**config.mk**
```make
export PLATFORM = sky130hd
export DESIGN_NAME = axi_lite_ctrl
export DESIGN_NICKNAME = d
export VERILOG_FILES = /design/src/hdl/soc_pkg.sv /design/src/hdl/axi_lite_ctrl.sv
export SDC_FILE = /design/constraint.sdc
export NUM_CORES = 1
export LEC_CHECK = 0
export BUFFER_PORTS_ARGS = -buffer_cell sky130_fd_sc_hd__buf_2
export CAP_MARGIN = 0
export CELL_PAD_IN_SITES_DETAIL_PLACEMENT = 1
export CELL_PAD_IN_SITES_GLOBAL_PLACEMENT = 2
export CORE_ASPECT_RATIO = 1.2
export CORE_MARGIN = 2
export CORE_UTILIZATION = 11
export CTS_BUF_LIST = sky130_fd_sc_hd__clkbuf_16
export DETAILED_ROUTE_END_ITERATION = 16
export HOLD_SLACK_MARGIN = 0.08
export PLACE_DENSITY_LB_ADDON = 0.1
export RECOVER_POWER = 50
export SLEW_MARGIN = 20
export SYNTH_ARGS = -nofsm -noshare
export SYNTH_HDL_FRONTEND = slang
export SYNTH_SLANG_ARGS = --single-unit
```
**constraint.sdc**
```tcl
create_clock -name clk -period 2.6 [get_ports clk]
set_input_delay 0.39 -clock clk [delete_from_list [all_inputs] [get_ports clk]]
set_output_delay 0.39 -clock clk [all_outputs]
set_load 0.05 [all_outputs]
```
**src/hdl/soc_pkg.sv**
```systemverilog
`default_nettype none

package soc_pkg;

   localparam int addr_w     = 32;
   localparam int data_w     = 32;
   localparam int ram_words  = 1024;
   localparam int text_words = 512;

   typedef logic [addr_w-1:0]   addr_t;
   typedef logic [data_w-1:0]   data_t;
   typedef logic [data_w/8-1:0] strb_t;
   typedef logic [1:0]          resp_t;

   // word index inside a region, address bits 11..2
   typedef logic [9:0] word_idx_t;
   // text buffer index, address bits 10..2
   typedef logic [8:0] text_idx_t;

   // region map
   localparam addr_t ram_base       = 32'h1c00_0000;
   localparam int    ram_span_bits  = 16;
   localparam addr_t text_base      = 32'h0001_0000;
   localparam int    text_span_bits = 12;

   localparam resp_t resp_okay   = 2'b00;
   localparam resp_t resp_decerr = 2'b11;

   typedef struct packed {
      logic      ram_sel;
      logic      text_sel;
      word_idx_t word_idx;
   } decode_t;

   // one write, shared by both memories
   typedef struct packed {
      word_idx_t word_idx;
      data_t     wdata;
      strb_t     wstrb;
   } mem_wr_t;

   typedef enum logic [1:0] {
      st_idle,
      st_read_wait,
      st_read_resp,
      st_write_resp
   } ctrl_state_e;

endpackage

`default_nettype wire

```
**src/hdl/axi_lite_ctrl.sv**
```systemverilog
`timescale 1ns/1ps
`default_nettype none

module axi_lite_ctrl (
   input  wire logic               clk,
   input  wire logic               rst,
   // write address and data channels
   input  wire logic               awvalid,
   output logic                    awready,
   input  wire soc_pkg::addr_t     awaddr,
   input  wire logic               wvalid,
   output logic                    wready,
   input  wire soc_pkg::data_t     wdata,
   input  wire soc_pkg::strb_t     wstrb,
   // write response
   output logic                    bvalid,
   input  wire logic               bready,
   output soc_pkg::resp_t          bresp,
   // read address and data
   input  wire logic               arvalid,
   output logic                    arready,
   output logic                    rvalid,
   input  wire logic               rready,
   output soc_pkg::data_t          rdata,
   output soc_pkg::resp_t          rresp,
   // datapath side
   output logic                    wr_grant,
   input  wire soc_pkg::decode_t   dec,
   output soc_pkg::mem_wr_t        wr,
   output logic                    ram_we,
   output logic                    text_we,
   output logic                    ram_re,
   output soc_pkg::word_idx_t      rd_idx,
   input  wire soc_pkg::data_t     ram_rdata
);
   import soc_pkg::*;

   ctrl_state_e state;
   ctrl_state_e state_nxt;
   logic        wr_fire;
   logic        rd_fire;
   logic        hit;
   logic        rd_ram;
   resp_t       resp_q;

   assign hit = dec.ram_sel | dec.text_sel;

   // write wins when both channels are presented
   assign wr_fire = (state == st_idle) & awvalid & wvalid;
   assign rd_fire = (state == st_idle) & arvalid & ~(awvalid & wvalid);

   assign wr_grant = wr_fire;
   assign awready  = wr_fire;
   assign wready   = wr_fire;
   assign arready  = rd_fire;

   // write payload straight from the aw and w channels
   assign wr = '{word_idx: awaddr[$bits(word_idx_t)+1:2], wdata: wdata, wstrb: wstrb};

   assign ram_we = wr_fire & dec.ram_sel;
   // text buffer takes whole words, any strobe bit counts
   assign text_we = wr_fire & dec.text_sel & (|wstrb);
   assign ram_re  = (state == st_read_wait) & rd_ram;

   always_comb begin
      state_nxt = state;
      case (state)
         st_idle: begin
            if (wr_fire) begin
               state_nxt = st_write_resp;
            end else if (rd_fire) begin
               state_nxt = st_read_wait;
            end
         end
         st_read_wait: begin
            state_nxt = st_read_resp;
         end
         st_read_resp: begin
            if (rready) begin
               state_nxt = st_idle;
            end
         end
         st_write_resp: begin
            if (bready) begin
               state_nxt = st_idle;
            end
         end
         default: begin
            state_nxt = st_idle;
         end
      endcase
   end

   always_ff @(posedge clk) begin
      if (rst) begin
         state <= st_idle;
      end else begin
         state <= state_nxt;
      end
   end

   // response and read source captured at the address transfer
   always_ff @(posedge clk) begin
      if (wr_fire | rd_fire) begin
         resp_q <= hit ? resp_okay : resp_decerr;
      end
      if (rd_fire) begin
         rd_ram <= dec.ram_sel;
         rd_idx <= dec.word_idx;
      end
   end

   assign bvalid = (state == st_write_resp);
   assign bresp  = resp_q;
   assign rvalid = (state == st_read_resp);
   assign rresp  = resp_q;

   // text and unmapped reads return zero
   assign rdata = rd_ram ? ram_rdata : '0;

endmodule

`default_nettype wire

```
==> results.yml, run 1 <==
setup_path:
  reg2regPathDepth: 3
  start_kind: "register"
  cpPeakStageDelay_ns: 0.84
  cp.arrival_ns: 1.58
  crit_fanout: 33
  r2r-end: "rd_ram"
  rrSetupSlack_ns: 1.40
  crit_family: "flip-flops"
  critical_path_required_ns: 2.21
  end_kind: "output port"
  worstSetupPathType: "register to output port"
  critPathSlowestCell: "edfxtp_1"
  r2r_start: "state[1]"
  worstPathCellList: "and2_1 -> buf_2"
  path_buf_inv: 1
cells_and_area:
  fin_area_um2: 1520
  final_nets: 303
  area_delta_synth_final_pct: 36.3
  antenna_cells: 0
  final_common_cell: "buf_2"
  final_util: 0.153
  seq_area_um2: 400
  layout_common_cells: "105 x buf_2, 33 x and2_1, 12 x edfxtp_1, 8 x clkbuf_1, 4 x nor2_1"
  drive_gt1_frac: 0.617
  multiInputGateArea_um2: 323
  fill_cells: 1211
timing:
  setup_viol: 0
  setup-tns-final_ns: 0
  worstMarginPinSlew_ns: 0.765
  fmax_mhz: 508
  relSlewSlack: 0.490
  slew_viol_final: 0
  timing.final.crit_share: 0.757
  holdWs_ns: 0.325
  skew_ns: 0.00206
  rsz0062_at_grt: "no"
  post-route-min-period_ns: 1.97
  hold_violations: 0
drt:
  wl_met3_um: 472
  drcViolationCount: 0
  drt-vias-per-instance: 3.18
  dr.pass1.iters: 2
  top_layer: "met4"
  routedWlPerCell_um: 11.8
  route.met2.wl_um: 1820
  vias: 984
  met1_length_um: 1270
  drtIter0Drc: 5
  wirelength_um: 3630
  ant_nets: 0
clocking:
  clock_path_buffers: 2
  clock_latency_ns: 0.24
  cts_hold_buf: 0
  cts_made_buffers: 3
  cts_tree: "yes"
  clkTransAtPathRegs_ns: 0.05
  clockRootBuffer: "clkbuf_16"
  htreeDepth: 1
  clkSinkCount: 14
  post_cts_resized: 0
  cts_setup_buffers: 0
worst_hold_path:
  worstHoldPathType: "primary input to register"
  min_path_cells: 1
  hold_end: "rd_idx[3]"
  holdCritStartpoint: "dec[3]"
synth:
  syn_nets: 238
  avgSynthCellArea_um2: 9.39
  synth_top_area_frac: 0.343
  syn_inst: 119
  ys_seq_area_frac: 0.358
  synth_top_family_by_area: "buffers and inverters"
  synthSimpleGateAreaFrac: 0.259
  synth_fa_ha_area_frac: 0
  synth_xor_area_frac: 0
  yosysUniqueCellTypes: 18
  muxShareOfSynthArea: 0.0101
  synth_warnings: 0
  synth-seq-cells: 14
  netlist_area_um2: 1120
  ys_top_cells_by_area: "buf_4 34%, edfxtp_1 32%, and2_1 18%, dfxtp_1 3.6%, nor2_1 1.3%"
  synth_compound_area_frac: 0.0202
  yosysTopAreaCell: "buf_4"
global_route:
  groute.usage.overall: 0.0592
  grt_max_degree: 34
  grt_pass1_vias: 977
  grt_pass1_wl_um: 5020
  antenna_found_initial: 0
  overflow: 0
die:
  die_h_um: 114
  fp.dieW_um: 96.0
  initial_core_util: 0.112
  core_area_um2: 9960
  fp-row-count: 40
  fp.dieArea_um2: 11000
  pin_count: 220
power:
  p_per_area_nw_per_um2: 607
  ir_drop_v: 0.000175
  cellLeakagePower_nw: 0.771
place:
  post_dp_cell_area_um2: 1450
  gp_congestion: 0.666
  portBuffers: 113
status:
  status: "finished clean"
flow_run:
  cap_violations: 0
-- logic make-up after synthesis --
group	after synthesis
buffers and inverters	54
DFF	14
and+or+nand+nor	47
AOI/OAI and AO/OA	3
muxes	1
-- synthesized netlist by cell type, drive strengths merged --
cell and instances:
buf 51, and2 34, edfxtp 12, nor2 4
clkbuf 3, and3 2, dfxtp 2, nand2 2
a21oi 1, a221oi 1, and2b 1, and4bb 1
mux2 1, nor3 1, o2bb2ai 1, or3 1
or4 1
-- worst max path at each step --
stage,startpoint,end,depth (start not counted)
6_report,rd_ram,rdata[24],2
3_3_place_gp,rd_ram,ram_re,3
4_1_cts,rd_ram,rdata[19],2
3_5_place_dp,rd_ram,rdata[19],2
5_1_grt,rd_ram,ram_re,3
2_1_floorplan,state[0],text_we,2
-- routing by layer --
metal / vias to the layer above / track usage
met5: - / 0
met4: 0 / 0.0229
met3: 12 / 0.0197
met2: 85 / 0.111
met1: 429 / 0.0589
li1: 458 / -
-- final cells by class --
class | count | share of cell area
clock inverters | 1 | 0.00247
repair buffers | 114 | 0.370
multi-input cells | 51 | 0.212
clock buffers | 3 | 0.0493
flip-flops and latches | 14 | 0.263
well taps | 126 | 0.104
-- state kept, by name (all words and copies together) (netlist names) --
register,flops
state,2
rd_ram,1
rd_idx,10
bresp,1
-- metrics by stage --
| stage | worst slack, ns | total power, mW | std cells |
|---|---|---|---|
| final | 0.633 | 0.925 | 309 |
| after detailed placement | 0.785 | 0.652 | 305 |
| after CTS | 0.525 | 0.943 | 309 |
| after global placement | 0.781 | 0.652 | 305 |
| after floorplan | 0.822 | 0.729 | 119 |
| after global routing | 0.420 | 0.971 | 309 |
-- worst register-to-register path, stage by stage (launching register included) --
cell and delay [ns]:
dfxtp_1 0.37, nor2_1 0.15, and3_1 0.16, buf_4 0.20
-- where the power goes --
group | internal, mW | leakage, nW | switching [mW] | total, mW
Clock | 0.203 | 0.0385 | 0.0820 | 0.285
Combinational | 0.0921 | 0.603 | 0.265 | 0.357
Sequential | 0.266 | 0.129 | 0.0172 | 0.283
(Power assumes the default switching activity.)
==> inputs of run 2 (changes only) <==
--- a/config.mk
+++ b/config.mk
@@ -11,7 +11,7 @@
 export CELL_PAD_IN_SITES_GLOBAL_PLACEMENT = 2
 export CORE_ASPECT_RATIO = 1.2
 export CORE_MARGIN = 2
-export CORE_UTILIZATION = 11
+export CORE_UTILIZATION = 10
 export CTS_BUF_LIST = sky130_fd_sc_hd__clkbuf_16
 export DETAILED_ROUTE_END_ITERATION = 16
 export HOLD_SLACK_MARGIN = 0.08
==> constraint.sdc (replaced) <==
create_clock -name clk -period 1.7 [get_ports clk]
set_input_delay 0.255 -clock clk [delete_from_list [all_inputs] [get_ports clk]]
set_output_delay 0.255 -clock clk [all_outputs]
set_load 0.05 [all_outputs]
==> results.yml, run 2 (synthesis results as in run 1) <==
clocking:
  clock_latency_ns: 0.24
  htreeDepth: 1
  cts_made_buffers: 3
  clkTransAtPathRegs_ns: 0.05
  clkSinkCount: 14
  clock_path_buffers: 2
  clockRootBuffer: "clkbuf_16"
  cts_tree: "yes"
setup_path:
  critPathSlowestCell: "and4bb_4"
  start_kind: "register"
  crit_fanout: 6
  critical_path_required_ns: 1.44
  crit_family: "simple AND/OR/NAND/NOR gates"
  cp.arrival_ns: 1.36
  cpPeakStageDelay_ns: 0.40
  end_kind: "output port"
  path_buf_inv: 1
  worstSetupPathType: "register to output port"
  worstPathCellList: "and4bb_4 -> and3_1 -> buf_4"
timing:
  setup_viol: 0
  setup-tns-final_ns: 0
  fin_ws_ns: 0.0828
  timing.final.crit_share: 0.951
  holdWs_ns: 0.187
  relSlewSlack: 0.596
  worstMarginPinSlew_ns: 0.609
  post-route-min-period_ns: 1.62
  hold_violations: 0
  rsz0062_at_grt: "no"
  fmax_mhz: 618
  skew_ns: 0.00221
  slew_viol_final: 0
place:
  place_inst: 315
  hpwl_um: 3320
  portBuffers: 113
  dpl_worst_slack_ns: 0.171
  gp_congestion: 0.618
die:
  core_area_um2: 11000
  fp.dieW_um: 100
  fp.dieArea_um2: 12000
  pin_count: 220
  fp-row-count: 42
  die_h_um: 120
  initial_core_util: 0.102
cells_and_area:
  area_delta_synth_final_pct: 42.0
  instances_no_fill: 320
  reg_top3: "rd_idx (10), state (2)"
  fill_cells: 1311
  drive_gt1_frac: 0.622
  final_util: 0.144
  regMostFlops: "rd_idx"
  antenna_cells: 0
  final_common_cell: "buf_2"
  final_nets: 308
  layout_common_cells: "99 x buf_2, 33 x and2_1, 12 x edfxtp_1, 9 x clkbuf_1, 7 x buf_4"
  largest_reg_flops: 10
drt:
  dr.pass1.iters: 2
  drcViolationCount: 0
  vias: 1023
  drtIter0Drc: 4
  ant_nets: 0
  routedWlPerCell_um: 11.9
  wirelength_um: 3810
  drt-vias-per-instance: 3.20
global_route:
  use_met1: 0.0562
  overflow: 0
  grt_pass1_wl_um: 5190
  antenna_found_initial: 0
  groute.usage.overall: 0.0564
  grtUsageMet3: 0.0215
  grt_max_degree: 18
  grt_pass1_vias: 944
  busiest_layer: "met2"
  use_met2: 0.107
power:
  p_per_area_nw_per_um2: 912
  cellLeakagePower_nw: 0.795
  ir_drop_v: 0.000250
worst_hold_path:
  worstHoldPathType: "primary input to register"
status:
  status: "finished clean"
flow_run:
  cap_violations: 0
## run 2: changes by cell type in the layout (fill, tap and decap cells not counted)
| cell | before | now |
|---|---|---|
| and4bb_2 | 1 | 0 |
| buf_4 | 1 | 7 |
| buf_6 | 0 | 1 |
| buf_2 | 105 | 99 |
| clkbuf_1 | 8 | 9 |
| clkbuf_4 | 0 | 3 |
| and4bb_4 | 0 | 1 |
## run 2: report_power, final
part           leakage [nW]  internal [mW]  switching (mW)  total (mW)
sequential            0.129          0.406          0.0174       0.423
clock                0.0385          0.311           0.134       0.445
combinational         0.627          0.158           0.420       0.578
## run 2: per-stage QoR
stage | instance area (um2) | power, mW
2_1_floorplan | 1120 | 1.11
3_3_place_gp | 1490 | 1.01
3_5_place_dp | 1490 | 1.01
4_1_cts | 1580 | 1.47
5_1_grt | 1590 | 1.51
6_report | 1590 | 1.45
## run 2: routing by layer
layer  vias to the layer above  wire length (um)
li1                        472                 -
met1                       455              1350
met2                        90              1960
met3                         6               459
met4                         0                33
met5                         -                 0
## run 2: layout make-up
type                    count  area (um2)  share of cell area
clock buffers               3        75.1              0.0473
clock inverters             1        3.75             0.00237
multi-input cells          51         327               0.206
flip-flops and latches     14         400               0.252
well taps                 132         165               0.104
repair buffers            119         616               0.388
## run 2: final timing paths
path              startpoint         to  slack [ns]  depth (start not counted)
setup reg to reg    state[0]  rd_idx[6]        0.38                          3
hold reg to reg     state[1]   state[1]        0.57                          1
setup / recovery    state[0]    text_we        0.08                          3
hold / removal        dec[0]  rd_idx[0]        0.19                          1
## run 2: timing repair
item / 4_1_cts / 5_1_grt
pin swaps: 0 / 0
hold buffers: 0 / 0
gates resized for setup: 2 / 5
setup endpoints to repair: 2 / 29
buffers inserted: 0 / 1
==> inputs of run 3 (changes only) <==
--- a/config.mk
+++ b/config.mk
@@ -15,7 +15,7 @@
 export CTS_BUF_LIST = sky130_fd_sc_hd__clkbuf_16
 export DETAILED_ROUTE_END_ITERATION = 16
 export HOLD_SLACK_MARGIN = 0.08
-export PLACE_DENSITY_LB_ADDON = 0.1
+export PLACE_DENSITY = 0.81
 export RECOVER_POWER = 50
 export SLEW_MARGIN = 20
 export SYNTH_ARGS = -nofsm -noshare
==> results.yml, run 3 (synthesis results as in run 1) <==
status:
  status: "finished clean"
cells_and_area:
  area_delta_synth_final_pct: 37.9
  antenna_cells: 0
  layout_common_cells: "104 x buf_2, 33 x and2_1, 12 x edfxtp_1, 8 x clkbuf_1, 4 x nor2_1"
  final_common_cell: "buf_2"
  reg_top3: "rd_idx (10), state (2)"
  drive_gt1_frac: 0.620
  final_nets: 304
  regMostFlops: "rd_idx"
  largest_reg_flops: 10
clocking:
  htreeDepth: 1
  clock_path_buffers: 2
  clkSinkCount: 14
  clock_latency_ns: 0.24
  clockRootBuffer: "clkbuf_16"
  cts_made_buffers: 3
  clkTransAtPathRegs_ns: 0.05
  cts_hold_buf: 0
  cts_tree: "yes"
global_route:
  use_met1: 0.0383
  overflow: 0
  grt_pass1_vias: 925
  antenna_found_initial: 0
  grtUsageMet3: 0.0157
  busiest_layer: "met2"
  use_met2: 0.0843
  groute.usage.overall: 0.0426
  grt_pass1_wl_um: 4100
  grt_max_degree: 33
drt:
  routedWlPerCell_um: 9.29
  drtIter0Drc: 15
  dr.pass1.iters: 2
  drt-vias-per-instance: 3.15
  wirelength_um: 2940
  drcViolationCount: 0
  vias: 994
  ant_nets: 0
timing:
  rsz0062_at_grt: "no"
  setup_viol: 0
  timing.final.crit_share: 0.952
  hold_violations: 0
  setup-tns-final_ns: 0
  skew_ns: 0.00487
  slew_viol_final: 0
  relSlewSlack: 0.597
  post-route-min-period_ns: 1.62
  fmax_mhz: 618
  worstMarginPinSlew_ns: 0.607
place:
  gp_congestion: 0.621
  portBuffers: 113
  hpwl_um: 2600
die:
  pin_count: 220
  die_h_um: 120
  fp.dieArea_um2: 12000
  fp-row-count: 42
  fp.dieW_um: 100
  initial_core_util: 0.102
  core_area_um2: 11000
setup_path:
  critical_path_required_ns: 1.44
  cp.arrival_ns: 1.36
  start_kind: "register"
  worstSetupPathType: "register to output port"
  crit_fanout: 8
  end_kind: "output port"
worst_hold_path:
  worstHoldPathType: "primary input to register"
power:
  cellLeakagePower_nw: 0.776
  power_mw: 1.42
  ir_drop_v: 0.000230
  p_per_area_nw_per_um2: 923
flow_run:
  cap_violations: 0
## run 3: cell count changes in the layout (fill, tap and decap cells not counted), sizes merged
| cell | change |
|---|---|
| buf | -1 |
| clkbuf | -3 |
## run 3: critical path, stage by stage, from the launching register on
cell and delay, ns:
dfxtp_1 0.45, and4bb_2 0.30, and3_1 0.16, clkbuf_4 0.20
## run 3: report_power, final
group	internal, mW	switching (mW)
combinational	0.143	0.410
clock	0.311	0.133
sequential	0.406	0.0185
## run 3: metrics by stage
stage | hold WS (ns) | setup slack, ns | util | std cells | instance area (um2)
finish | 0.188 | 0.0823 | 0.140 | 316 | 1540
global route | 0.185 | 0.0254 | 0.140 | 316 | 1540
CTS | 0.182 | 0.0512 | 0.141 | 316 | 1550
detailed placement | 0.434 | 0.190 | 0.134 | 312 | 1470
global placement | 0.433 | 0.185 | 0.134 | 312 | 1470
floorplan | 0.334 | 0.0571 | - | 119 | 1120
## run 3: final timing paths
check / startpoint / end / slack [ns] / cells past startpoint
worst max-delay path: state[0] / text_we / 0.08 / 3
worst max register to register: state[1] / rd_idx[0] / 0.45 / 3
worst min-delay path: dec[1] / rd_idx[1] / 0.19 / 1
worst min register to register: state[1] / state[1] / 0.61 / 1
## run 3: cell type report
type	count	area [um2]
Clock buffer	3	75.1
Sequential cell	14	400
Timing Repair Buffer	115	573
Multi-Input combinational cell	51	323
Fill cell	1320	9440
Tap cell	132	165
Clock inverter	1	3.75
## run 3: repair_timing
item | in CTS | in global routing
resized for setup | 0 | 1
setup buffers | 0 | 0
setup endpoints to repair | 0 | 1
## run 3: routing by layer
| layer | up-vias | wire [um] |
|---|---|---|
| met3 | 6 | 410 |
| met5 | - | 0 |
| met4 | 0 | 17 |
| met1 | 439 | 946 |
| li1 | 461 | - |
| met2 | 88 | 1560 |
