File: src/hdl/soc_pkg.sv
`default_nettype none

package soc_pkg;

   localparam int addr_w     = 32;
   localparam int data_w     = 32;
   localparam int ram_words  = 1024;
   localparam int text_words = 512;

   typedef logic [addr_w-1:0]   addr_t;
   typedef logic [data_w-1:0]   data_t;
   typedef logic [data_w/8-1:0] strb_t;
   typedef logic [1:0]          resp_t;

   // word index inside a region, address bits 11..2
   typedef logic [9:0] word_idx_t;
   // text buffer index, address bits 10..2
   typedef logic [8:0] text_idx_t;

   // region map
   localparam addr_t ram_base       = 32'h1c00_0000;
   localparam int    ram_span_bits  = 16;
   localparam addr_t text_base      = 32'h0001_0000;
   localparam int    text_span_bits = 12;

   localparam resp_t resp_okay   = 2'b00;
   localparam resp_t resp_decerr = 2'b11;

   typedef struct packed {
      logic      ram_sel;
      logic      text_sel;
      word_idx_t word_idx;
   } decode_t;

   // one write, shared by both memories
   typedef struct packed {
      word_idx_t word_idx;
      data_t     wdata;
      strb_t     wstrb;
   } mem_wr_t;

   typedef enum logic [1:0] {
      st_idle,
      st_read_wait,
      st_read_resp,
      st_write_resp
   } ctrl_state_e;

endpackage

`default_nettype wire

File: src/hdl/addr_decode.sv
`timescale 1ns/1ps
`default_nettype none

module addr_decode (
   input  wire soc_pkg::addr_t awaddr,
   input  wire soc_pkg::addr_t araddr,
   input  wire logic           wr_grant,
   output soc_pkg::decode_t    dec
);
   import soc_pkg::*;

   addr_t addr;
   logic  ram_hit;
   logic  text_hit;

   // write channel has the address while it is granted
   assign addr = wr_grant ? awaddr : araddr;

   // compare only the bits above each region size
   assign ram_hit  = (addr[addr_w-1:ram_span_bits] == ram_base[addr_w-1:ram_span_bits]);
   assign text_hit = (addr[addr_w-1:text_span_bits] == text_base[addr_w-1:text_span_bits]);

   always_comb begin
      dec          = '0;
      dec.ram_sel  = ram_hit;
      dec.text_sel = text_hit;
      dec.word_idx = addr[$bits(word_idx_t)+1:2];
   end

endmodule

`default_nettype wire

File: config.mk
export PLATFORM = sky130hd
export DESIGN_NAME = addr_decode
export DESIGN_NICKNAME = d
export VERILOG_FILES = /design/src/hdl/soc_pkg.sv /design/src/hdl/addr_decode.sv
export SDC_FILE = /design/constraint.sdc
export NUM_CORES = 1
export LEC_CHECK = 0
export CELL_PAD_IN_SITES_DETAIL_PLACEMENT = 1
export CELL_PAD_IN_SITES_GLOBAL_PLACEMENT = 1
export CORE_AREA = 3 3 40 42
export DETAILED_ROUTE_END_ITERATION = 10
export DIE_AREA = 0 0 43 45
export DONT_BUFFER_PORTS = 1
export GPL_ROUTABILITY_DRIVEN = 0
export GPL_TIMING_DRIVEN = 0
export PLACE_DENSITY_LB_ADDON = 0.1
export SYNTH_ARGS = -nofsm -noshare
export SYNTH_HDL_FRONTEND = slang
export SYNTH_SLANG_ARGS = --single-unit
File: constraint.sdc
create_clock -name vclk -period 0.8
set_input_delay 0 -clock vclk [all_inputs]
set_output_delay 0 -clock vclk [all_outputs]
set_load 0.01 [all_outputs]
==> impl_results.md, run 1 <==
* Crit end category: output pin
* Post-synth net total at 102
* Count of antenna diodes in the layout at 0
* Worst slack on hold paths at ~0.16 ns
* Violations in the final reports: negative setup slack
* Arrival time of the worst setup path at ~0.85 ns
* Slew Viols, Final at 0
* Nets@finish at about 110
* Vias in the first global route at between 400 and 500
* Number of flip-flops and latches at 0
* Maximum number of pins on one net before global-route repair at 11
* Total Routed Length at 1320 µm
* Remaining design rule violation count at 0
* Global-route met1 utilization at a little under a tenth
* Final period demand of the worst path at ~0.85 ns
* Clock power frac at 0%
* Total Die Area at roughly 1900 µm²
* Initial drt markers at 1
* Layout overhead on the synthesized area at 30.4%
* Peak ir drop on the vdd network at roughly 160 µV
* Maximum capacitance violations at 0
* Number of instances in the synthesized netlist at 37
* Post-detail-place hpwl at between 1000 and 1500 µm
* # IOs at 77
* Global-route layer with the greatest usage: met2
* End of the worst hold path: dec[1]
* Register area share after synthesis at 0%
* Class of the most critical setup path: primary input to output pin
* Total area of multi-input combinational cells at 364 µm²
* Part of the power in registers at 0%
* Antenna Violating Nets Remaining at 0
* Final clock period utilization by the worst path at 106%
* Combinational power share at between 90% and 100%
* Overflow left after global routing at 0
* Internal cell power at roughly 93 µW
* Dpl cell area at between 300 and 400 µm²
* Slew at the pin closest to its max-slew limit at between 0.2 and 0.3 ns
* Max_slew headroom at 81.5%
* Maximum fanout along the worst path at 2
* Core Footprint at ~1300 µm²
* Global-route wire length before repair at between 1500 and 2000 µm
* Initial antenna violation count at 0
* Count of port buffers added during placement at 0
* Layout clock buffers at 0
* YS warnings at 0
* Met3 usage at about 3.6%
* Vias at roughly 350
* Global router's overall resource usage at 12.2%
* Router iterations before antenna repair at 2
* Final instance area at around 460 µm²
* Result of the run: complete, but fails checks
* Synth unique cells at 17
* Static leakage at between 0.1 and 0.15 nW
* Maximum clock frequency at ~1.2 GHz
* Die X at approximately 43 µm
* FF+latch area at 0 µm²
* Overall die height at approximately 45 µm
* Worst min-delay path category: primary input to output pin
* Final count of negative-setup-slack endpoints at 2
* Instance count along the most critical hold path at 1
* Critical path data required time at 0.80 ns
* Mean routed wirelength per cell at ~25 µm
* Final-report hold violation count at 0
* CP startpoint kind: primary input
* Number of fill cells in the layout at 143
* Per-cell via count in the routed design at between 6 and 7
* Number of buffers added to fix hold violations after cts at 0
* Total number of placement rows at 13
* Share of post-route cells with drive strength above 1 at around 68%
* Unrepaired setup endpoints after global routing: yes
* Worst path setup slack after routing at -0.0472 ns
* Setup TNS at -0.0554 ns
* Total power divided by cell area at 348 nW/µm²
* Syn Area/Cell at around 9.5 µm²
* Startpoint of the most critical hold path: araddr[3]
* Netlist Area Pre-Place at around 350 µm²
* Switch Pwr at 66.0 µW
* Met2 demand-to-capacity share in global routing at between 20% and 30%
* Initial core utilization at between 20% and 30%
* Switching portion of total power at between 40% and 50%
-- cell usage after synthesis --
master,instances,area [µm²]
sky130_fd_sc_hd__nor3_1,1,5.00
sky130_fd_sc_hd__buf_2,1,5.00
sky130_fd_sc_hd__a21oi_1,1,5.00
sky130_fd_sc_hd__nor4_1,4,25.0
sky130_fd_sc_hd__buf_6,1,11.3
sky130_fd_sc_hd__nor2_1,3,11.3
sky130_fd_sc_hd__buf_4,2,15.0
sky130_fd_sc_hd__nand3_1,2,10.0
sky130_fd_sc_hd__mux2_2,10,113
sky130_fd_sc_hd__nand3b_1,1,7.51
sky130_fd_sc_hd__nor4b_1,2,17.5
sky130_fd_sc_hd__nor4b_4,1,23.8
sky130_fd_sc_hd__nor4_4,2,42.5
sky130_fd_sc_hd__nand3_2,1,10.0
sky130_fd_sc_hd__nand4_1,2,12.5
sky130_fd_sc_hd__nor2b_1,1,6.26
sky130_fd_sc_hd__a221oi_2,2,30.0
-- worst max-delay path, cell delays in order --
cell and delay (ns):
sky130_fd_sc_hd__nor4b_1 0.30, sky130_fd_sc_hd__nand3b_1 0.15, sky130_fd_sc_hd__a221oi_2 0.24, sky130_fd_sc_hd__buf_4 0.16
-- routing by layer --
layer	up-vias	share of wire (%)	wire (µm)
met3	0	17	227
met2	47	59	784
met4	0	0	0
met1	144	23	307
li1	154	-	-
met5	-	0	0
-- what timing repair did --
item,in CTS,in global routing
buffers inserted,0,0
pin swaps,1,1
endpoints found under the setup margin,2,2
resized for setup,9,0
cloned,1,0
-- per-stage QoR --
step / instances / total power, mW / util [%] / setup WS, ns
final: 53 / 0.159 / 35.5 / -0.0472
after global placement: 52 / 0.131 / 29.8 / -0.0692
after detailed placement: 52 / 0.133 / 29.8 / -0.0851
after floorplan: 37 / 0.119 / - / 0.00580
after CTS: 53 / 0.162 / 35.5 / -0.0490
after global routing: 53 / 0.168 / 35.5 / -0.0861
-- power groups by stage --
stage | clock network [mW] | registers, mW | logic (mW)
after floorplan | 0 | 0 | 0.119
final | 0 | 0 | 0.159
after detailed placement | 0 | 0 | 0.133
after global placement | 0 | 0 | 0.131
after CTS | 0 | 0 | 0.162
after global routing | 0 | 0 | 0.168
-- worst max-delay path by stage --
stage | end | from | slack [ns] | depth (start not counted)
floorplan | dec[10] | wr_grant | 0.006 | 5
global placement | dec[10] | wr_grant | -0.07 | 5
detailed placement | dec[10] | wr_grant | -0.09 | 5
CTS | dec[10] | araddr[23] | -0.05 | 4
global route | dec[11] | awaddr[23] | -0.09 | 4
finish | dec[10] | araddr[26] | -0.05 | 4
-- cell type report --
| cell class | count | area share (%) |
|---|---|---|
| Buffer | 4 | 10.1 |
| Timing Repair Buffer | 1 | 6.03 |
| Tap cell | 15 | 4.11 |
| Multi-Input combinational cell | 33 | 79.7 |
-- cells by family (layout without fill, tap and decap cells) --
| family | Yosys count | in the layout | share of synthesized area (%) |
|---|---|---|---|
| compound gates | 3 | 3 | 10.0 |
| buf+inv | 4 | 5 | 8.93 |
| mux | 10 | 10 | 32.1 |
| simple gates | 20 | 20 | 48.9 |
-- cell usage in the layout (no fill, tap or decap) --
cell	instances
sky130_fd_sc_hd__nand3b_1	1
sky130_fd_sc_hd__nor4b_1	2
sky130_fd_sc_hd__buf_12	1
sky130_fd_sc_hd__nor2b_1	1
sky130_fd_sc_hd__nand4_1	2
sky130_fd_sc_hd__nand3_2	2
sky130_fd_sc_hd__nor4b_4	1
sky130_fd_sc_hd__nor4_4	4
sky130_fd_sc_hd__buf_6	1
sky130_fd_sc_hd__nor3_1	1
sky130_fd_sc_hd__nor4_2	1
sky130_fd_sc_hd__buf_16	1
sky130_fd_sc_hd__mux2_2	10
sky130_fd_sc_hd__nor4_1	1
sky130_fd_sc_hd__nor2_1	3
sky130_fd_sc_hd__buf_4	2
sky130_fd_sc_hd__a21oi_2	1
sky130_fd_sc_hd__a221oi_2	2
sky130_fd_sc_hd__nand3_1	1
Power figures use the tool's default switching activity.
==> run 2: changes to the inputs <==
Settings changed: ABC_AREA set to 1, CORE_AREA 3 3 40 42 to unset, CORE_MARGIN set to 3, CORE_UTILIZATION set to 30, DIE_AREA 0 0 43 45 to unset, PLACE_DENSITY set to 0.91, PLACE_DENSITY_LB_ADDON 0.1 to unset.
==> impl_results.md, run 2 <==
* Slew Viols, Final at 0 (unchanged)
* Total number of placement rows at 12 (-1)
* Peak ir drop on the vdd network at 157 µV (-4.0%)
* Syn Area/Cell at 4.24 µm² (-55%)
* YS warnings at 0 (unchanged)
* Setup TNS at 0 ns (+0.0554 ns)
* Register area share after synthesis at 0% (unchanged)
* Maximum number of pins on one net before global-route repair at 11 (unchanged)
* Initial drt markers at 8 (+7)
* CP startpoint kind: primary input
* Antenna Violating Nets Remaining at 0 (unchanged)
* Unrepaired setup endpoints after global routing: yes
* Static leakage at 0.279 nW (+150%)
* Overflow left after global routing at 0 (unchanged)
* Final clock period utilization by the worst path at 91.1% (-15 points)
* Fin util at 41.1% (+5.6 points)
* Per-cell via count in the routed design at 5.11 (-22%)
* Placed insts at 111 (+110%)
* Share of Yosys cell area claimed by the top area cell type at 45.6% (+13 points)
* Result of the run: completed
* Number of flip-flops and latches at 0 (unchanged)
* # Post-CTS Setup Buffers at 0 (unchanged)
* Final count of negative-setup-slack endpoints at 0 (-2)
* Leading cell type in the layout, fill and taps excluded: sky130_fd_sc_hd__nand2_1
* Initial antenna violation count at 0 (unchanged)
* Instance count along the most critical hold path at 2 (+1)
* Maximum clock frequency at 1.37 GHz (+16%)
* FF+latch area at 0 µm² (unchanged)
* Count of antenna diodes in the layout at 0 (unchanged)
* Final std cells w/o fill at 112 (+110%)
* # IOs at 77 (unchanged)
* Largest cells by area after synthesis: sky130_fd_sc_hd__nand2_1 46%, sky130_fd_sc_hd__nor2_1 16%, sky130_fd_sc_hd__inv_1 6.4%, sky130_fd_sc_hd__nand3_1 4.9%, sky130_fd_sc_hd__nor3_1 4.9%
* Vias at 572 (+66%)
* Number of buffers added to fix hold violations after cts at 0 (unchanged)
* Overall die height at 43.0 µm (-4.4%)
* Total Die Area at 1850 µm² (-4.3%)
* Global router's overall resource usage at 14.2% (+2.0 points)
* Maximum fanout along the worst path at 5 (+3)
* Worst min-delay path category: primary input to output pin
* Router iterations before antenna repair at 3 (+1)
* Layout overhead on the synthesized area at 20.1%
* Slew at the pin closest to its max-slew limit at 0.183 ns (-0.0898 ns)
* Vias in the first global route at 544 (+25%)
* Maximum capacitance violations at 0 (unchanged)
* Max_slew headroom at 87.8% (+6.2 points)
* Critical path data required time at 0.80 ns (about the same)
* Remaining design rule violation count at 0 (unchanged)
* Arrival time of the worst setup path at 0.73 ns (-0.12 ns)
* Global-route wire length before repair at 2190 µm (+19%)
* Crit end category: output pin
* Final-report hold violation count at 0 (unchanged)
* Nets@finish at 165 (+57%)
* Total Routed Length at 1490 µm (+13%)
* Final period demand of the worst path at 0.729 ns (-0.118 ns)
* Dominant cell type by area after synthesis: sky130_fd_sc_hd__nand2_1
* Post-detail-place hpwl at 1310 µm (+6.8%)
* Initial core utilization at 34.3% (+7.0 points)
* Count of port buffers added during placement at 0 (unchanged)
* Most frequent cells in the layout: 45 x sky130_fd_sc_hd__nand2_1, 16 x sky130_fd_sc_hd__nor2_1, 7 x sky130_fd_sc_hd__inv_1, 6 x sky130_fd_sc_hd__nand2_2
* Number of instances in the synthesized netlist at 97 (+160%)
* Core Footprint at 1200 µm² (-6.5%)
* Synth unique cells at 15 (-2)
* Share of post-route cells with drive strength above 1 at 18.4% (-50 points)
* List of most frequent post-synthesis cells: 50 x sky130_fd_sc_hd__nand2_1, 18 x sky130_fd_sc_hd__nor2_1, 7 x sky130_fd_sc_hd__inv_1
* Netlist Area Pre-Place at 412 µm² (+18%)
* Die X at 43.0 µm (about the same)
* Mean routed wirelength per cell at 13.3 µm (-47%)
* Total power divided by cell area at 424 nW/µm² (+22%)
* Post-synth net total at 162 (+59%)
* Layout clock buffers at 0 (unchanged)
* Most numerous cell in the Yosys netlist: sky130_fd_sc_hd__nand2_1
* Class of the most critical setup path: primary input to output pin
==> run 2: cell count changes in the layout (fill, tap and decap cells not counted), moves of 3 or more <==
cell / before / now
sky130_fd_sc_hd__nand2_1: 0 / 45
sky130_fd_sc_hd__nor2_1: 3 / 16
sky130_fd_sc_hd__mux2_2: 10 / 0
sky130_fd_sc_hd__inv_1: 0 / 7
sky130_fd_sc_hd__nand2_2: 0 / 6
sky130_fd_sc_hd__nor4_4: 4 / 0
sky130_fd_sc_hd__nand3_1: 1 / 4
sky130_fd_sc_hd__nor3_1: 1 / 4
==> run 2: layer usage <==
| layer | wire length [µm] | share of wire [%] | track usage, % | vias to the layer above |
|---|---|---|---|---|
| met5 | 0 | 0 | 0 | - |
| met4 | 0 | 0 | 0 | 0 |
| met3 | 152 | 10 | 1.27 | 0 |
| met2 | 836 | 56 | 30.2 | 42 |
| met1 | 503 | 34 | 15.3 | 239 |
| li1 | - | - | - | 291 |
==> run 2: what timing repair did <==
item / 4_1_cts / 5_1_grt
gates resized for setup: 0 / 14
endpoints found under the hold margin: 0 / 0
endpoints found under the setup margin: 0 / 9
==> run 2: through the flow <==
| stage | hold WS, ns | setup WS [ns] | total power [mW] | area (µm²) |
|---|---|---|---|---|
| 4_1_cts | 0.126 | 0.0576 | 0.180 | 429 |
| 3_5_place_dp | 0.126 | 0.0599 | 0.179 | 429 |
| 5_1_grt | 0.135 | -0.00522 | 0.239 | 494 |
| 2_1_floorplan | 0.115 | 0.139 | 0.152 | 412 |
| 3_3_place_gp | 0.124 | 0.0746 | 0.169 | 429 |
| 6_report | 0.125 | 0.0712 | 0.209 | 494 |
==> run 2: path summary, 6_finish.rpt <==
check,to,start,slack [ns]
worst max-delay path,dec[10],wr_grant,0.07
worst min-delay path,dec[3],araddr[5],0.13
==> run 2: cells by family after synthesis <==
group	after synthesis	synth area share (%)
buf+inv	13	15.8
simple gates	82	80.9
compound gates	2	3.34
==> run 2: layout make-up <==
cell class / count / area, µm²
repair buffers: 1 / 25.0
inverters: 8 / 32.5
fillers: 175 / 707
plain buffers: 5 / 45.0
multi-input cells: 84 / 374
well taps: 14 / 17.5
==> run 2: where the power goes <==
part / total, mW / switching [mW] / internal (mW) / leakage, nW
registers: 0 / 0 / 0 / 0
logic: 0.209 / 0.124 / 0.0857 / 0.279
clock network: 0 / 0 / 0 / 0
total: 0.209 / 0.124 / 0.0857 / 0.279
==> run 2: critical path, cell delays in order <==
cell	delay [ns]
sky130_fd_sc_hd__buf_12	0.11
sky130_fd_sc_hd__nand2_4	0.05
sky130_fd_sc_hd__nand2_4	0.04
sky130_fd_sc_hd__nor2_2	0.09
sky130_fd_sc_hd__nand2_1	0.06
sky130_fd_sc_hd__nor2_1	0.10
sky130_fd_sc_hd__nand2_1	0.06
sky130_fd_sc_hd__nor2_1	0.09
sky130_fd_sc_hd__buf_4	0.12
==> run 3: changes to the inputs <==
Settings changed: ABC_AREA 1 to 0, CORE_AREA set to 3 3 40 42, CORE_MARGIN 3 to unset, CORE_UTILIZATION 30 to unset, DIE_AREA set to 0 0 43 45, PLACE_DENSITY 0.91 to 0.75.
==> impl_results.md, run 3 (same netlist as run 1, synthesis figures left out) <==
* Final count of negative-setup-slack endpoints at 2 (+2)
* Leading cell type in the layout, fill and taps excluded: sky130_fd_sc_hd__mux2_2
* Global router's overall resource usage at 9.12% (-5.1 points)
* Initial antenna violation count at 0 (unchanged)
* Total area of multi-input combinational cells at 383 µm² (+2.3%)
* Final period demand of the worst path at 0.827 ns (+0.0982 ns)
* Layout overhead on the synthesized area at 37.9%
* Worst path setup slack after routing at -0.0271 ns (-0.0982 ns)
* FF+latch area at 0 µm² (unchanged)
* Initial drt markers at 1 (-7)
* Total Die Area at 1940 µm² (+4.5%)
* Critical path data required time at 0.80 ns (about the same)
* Total number of placement rows at 13 (+1)
* Static leakage at 0.120 nW (-57%)
* Final clock period utilization by the worst path at 103% (+12 points)
* Global-route wire length before repair at 1440 µm (-34%)
* Total power divided by cell area at 340 nW/µm² (-20%)
* Layout clock buffers at 0 (unchanged)
* Slew Viols, Final at 0 (unchanged)
* Slew at the pin closest to its max-slew limit at 0.212 ns (+0.0281 ns)
* Number of buffer and inverter stages on the critical path at 1 (-1)
* Maximum fanout along the worst path at 2 (-3)
* Most frequent cells in the layout: 10 x sky130_fd_sc_hd__mux2_2, 4 x sky130_fd_sc_hd__nor4_4, 3 x sky130_fd_sc_hd__nor2_1, 3 x sky130_fd_sc_hd__buf_4
* Overall die height at 45 µm (+4.6%)
* Maximum capacitance violations at 0 (unchanged)
* CP startpoint kind: primary input
* Count of antenna diodes in the layout at 0 (unchanged)
* Number of fill cells in the layout at 150 (-14%)
* Peak per-stage delay on the critical path at 0.28 ns (+0.16 ns)
* Arrival time of the worst setup path at 0.83 ns (+0.10 ns)
* Max_slew headroom at 85.8% (-2.0 points)
* Final-report hold violation count at 0 (unchanged)
* Per-cell via count in the routed design at 6.54 (+28%)
* Maximum number of pins on one net before global-route repair at 11 (unchanged)
* Overflow left after global routing at 0 (unchanged)
* Core Footprint at 1280 µm² (+7.0%)
* Crit-path slowest cell: sky130_fd_sc_hd__a221oi_2
* Worst min-delay path category: primary input to output pin
* Nets@finish at 106 (-36%)
* Antenna Violating Nets Remaining at 0 (unchanged)
* # IOs at 77 (unchanged)
* Class of the most critical setup path: primary input to output pin
* Mean routed wirelength per cell at 22.4 µm (+68%)
* Share of post-route cells with drive strength above 1 at 76.9% (+59 points)
* Peak ir drop on the vdd network at 166 µV (+5.2%)
* Count of port buffers added during placement at 0 (unchanged)
* Number of flip-flops and latches at 0 (unchanged)
* Fin util at 37.6% (-3.6 points)
* Vias in the first global route at 350 (-36%)
* Critical-path cell list: nor4_4 -> nand3_2 -> a221oi_2 -> buf_4
* Die X at 43 µm (about the same)
* Maximum clock frequency at 1.21 GHz (-12%)
* Crit end category: output pin
* Router iterations before antenna repair at 3 (unchanged)
* Result of the run: complete, but fails checks
* Violations in the final reports: negative setup slack
* Overall Power at 164 µW (-21%)
* Unrepaired setup endpoints after global routing: yes
* Vias at 353 (-38%)
* Total Routed Length at 1210 µm (-19%)
* Post-detail-place hpwl at 1080 µm (-17%)
* Remaining design rule violation count at 0 (unchanged)
* Kind of cell adding the most delay to the critical path: simple AND/OR/NAND/NOR gates
* Initial core utilization at 27.3% (-7.0 points)
## run 3: changes by cell type in the layout (fill, tap and decap cells not counted), moves of 3 or more
cell,previous run,this run
sky130_fd_sc_hd__nor3_1,4,1
sky130_fd_sc_hd__mux2_2,0,10
sky130_fd_sc_hd__nor4_4,0,4
sky130_fd_sc_hd__inv_1,7,0
sky130_fd_sc_hd__nor2_1,16,3
sky130_fd_sc_hd__nand3_1,4,1
sky130_fd_sc_hd__nand2_1,45,0
sky130_fd_sc_hd__nand2_2,6,0
## run 3: area by class of cell
cell class / count / share of cell area, %
buffer: 4 / 9.59
tap: 15 / 3.89
timing repair buffer: 2 / 7.25
multi-input combinational: 33 / 79.3
## run 3: per-stage QoR
step	cell area (µm²)	setup TNS (ns)	worst slack, ns	cells	hold slack (ns)
CTS	450	-0.0721	-0.0661	53	0.155
finish	483	-0.0388	-0.0271	54	0.154
global placement	383	-0.166	-0.0838	52	0.155
global route	483	-0.128	-0.0711	54	0.156
detailed placement	383	-0.197	-0.103	52	0.155
floorplan	364	0	0.00580	37	0.151
## run 3: worst paths after layout
path / cells after the start / to / from
min: 1 / dec[6] / araddr[8]
max: 4 / dec[10] / araddr[23]
## run 3: routing by layer
| layer | routed length (µm) | global-route usage (%) | vias to the layer above |
|---|---|---|---|
| met1 | 335 | 9.76 | 169 |
| met5 | 0 | 0 | - |
| li1 | - | - | 157 |
| met3 | 148 | 1.99 | 0 |
| met4 | 0 | 0.602 | 0 |
| met2 | 725 | 18.9 | 27 |
## run 3: repair_timing
action                                  in CTS  in global routing
pin swaps                                    3                  5
endpoints found under the setup margin       2                  2
gates cloned                                 1                  0
hold buffers                                 0                  0
setup buffers                                0                  1
resized for setup                            8                  4
## run 3: where the power goes
| part | total [mW] | internal, mW | switching, mW |
|---|---|---|---|
| Combinational | 0.164 | 0.0984 | 0.0660 |
| Clock | 0 | 0 | 0 |
| Sequential | 0 | 0 | 0 |
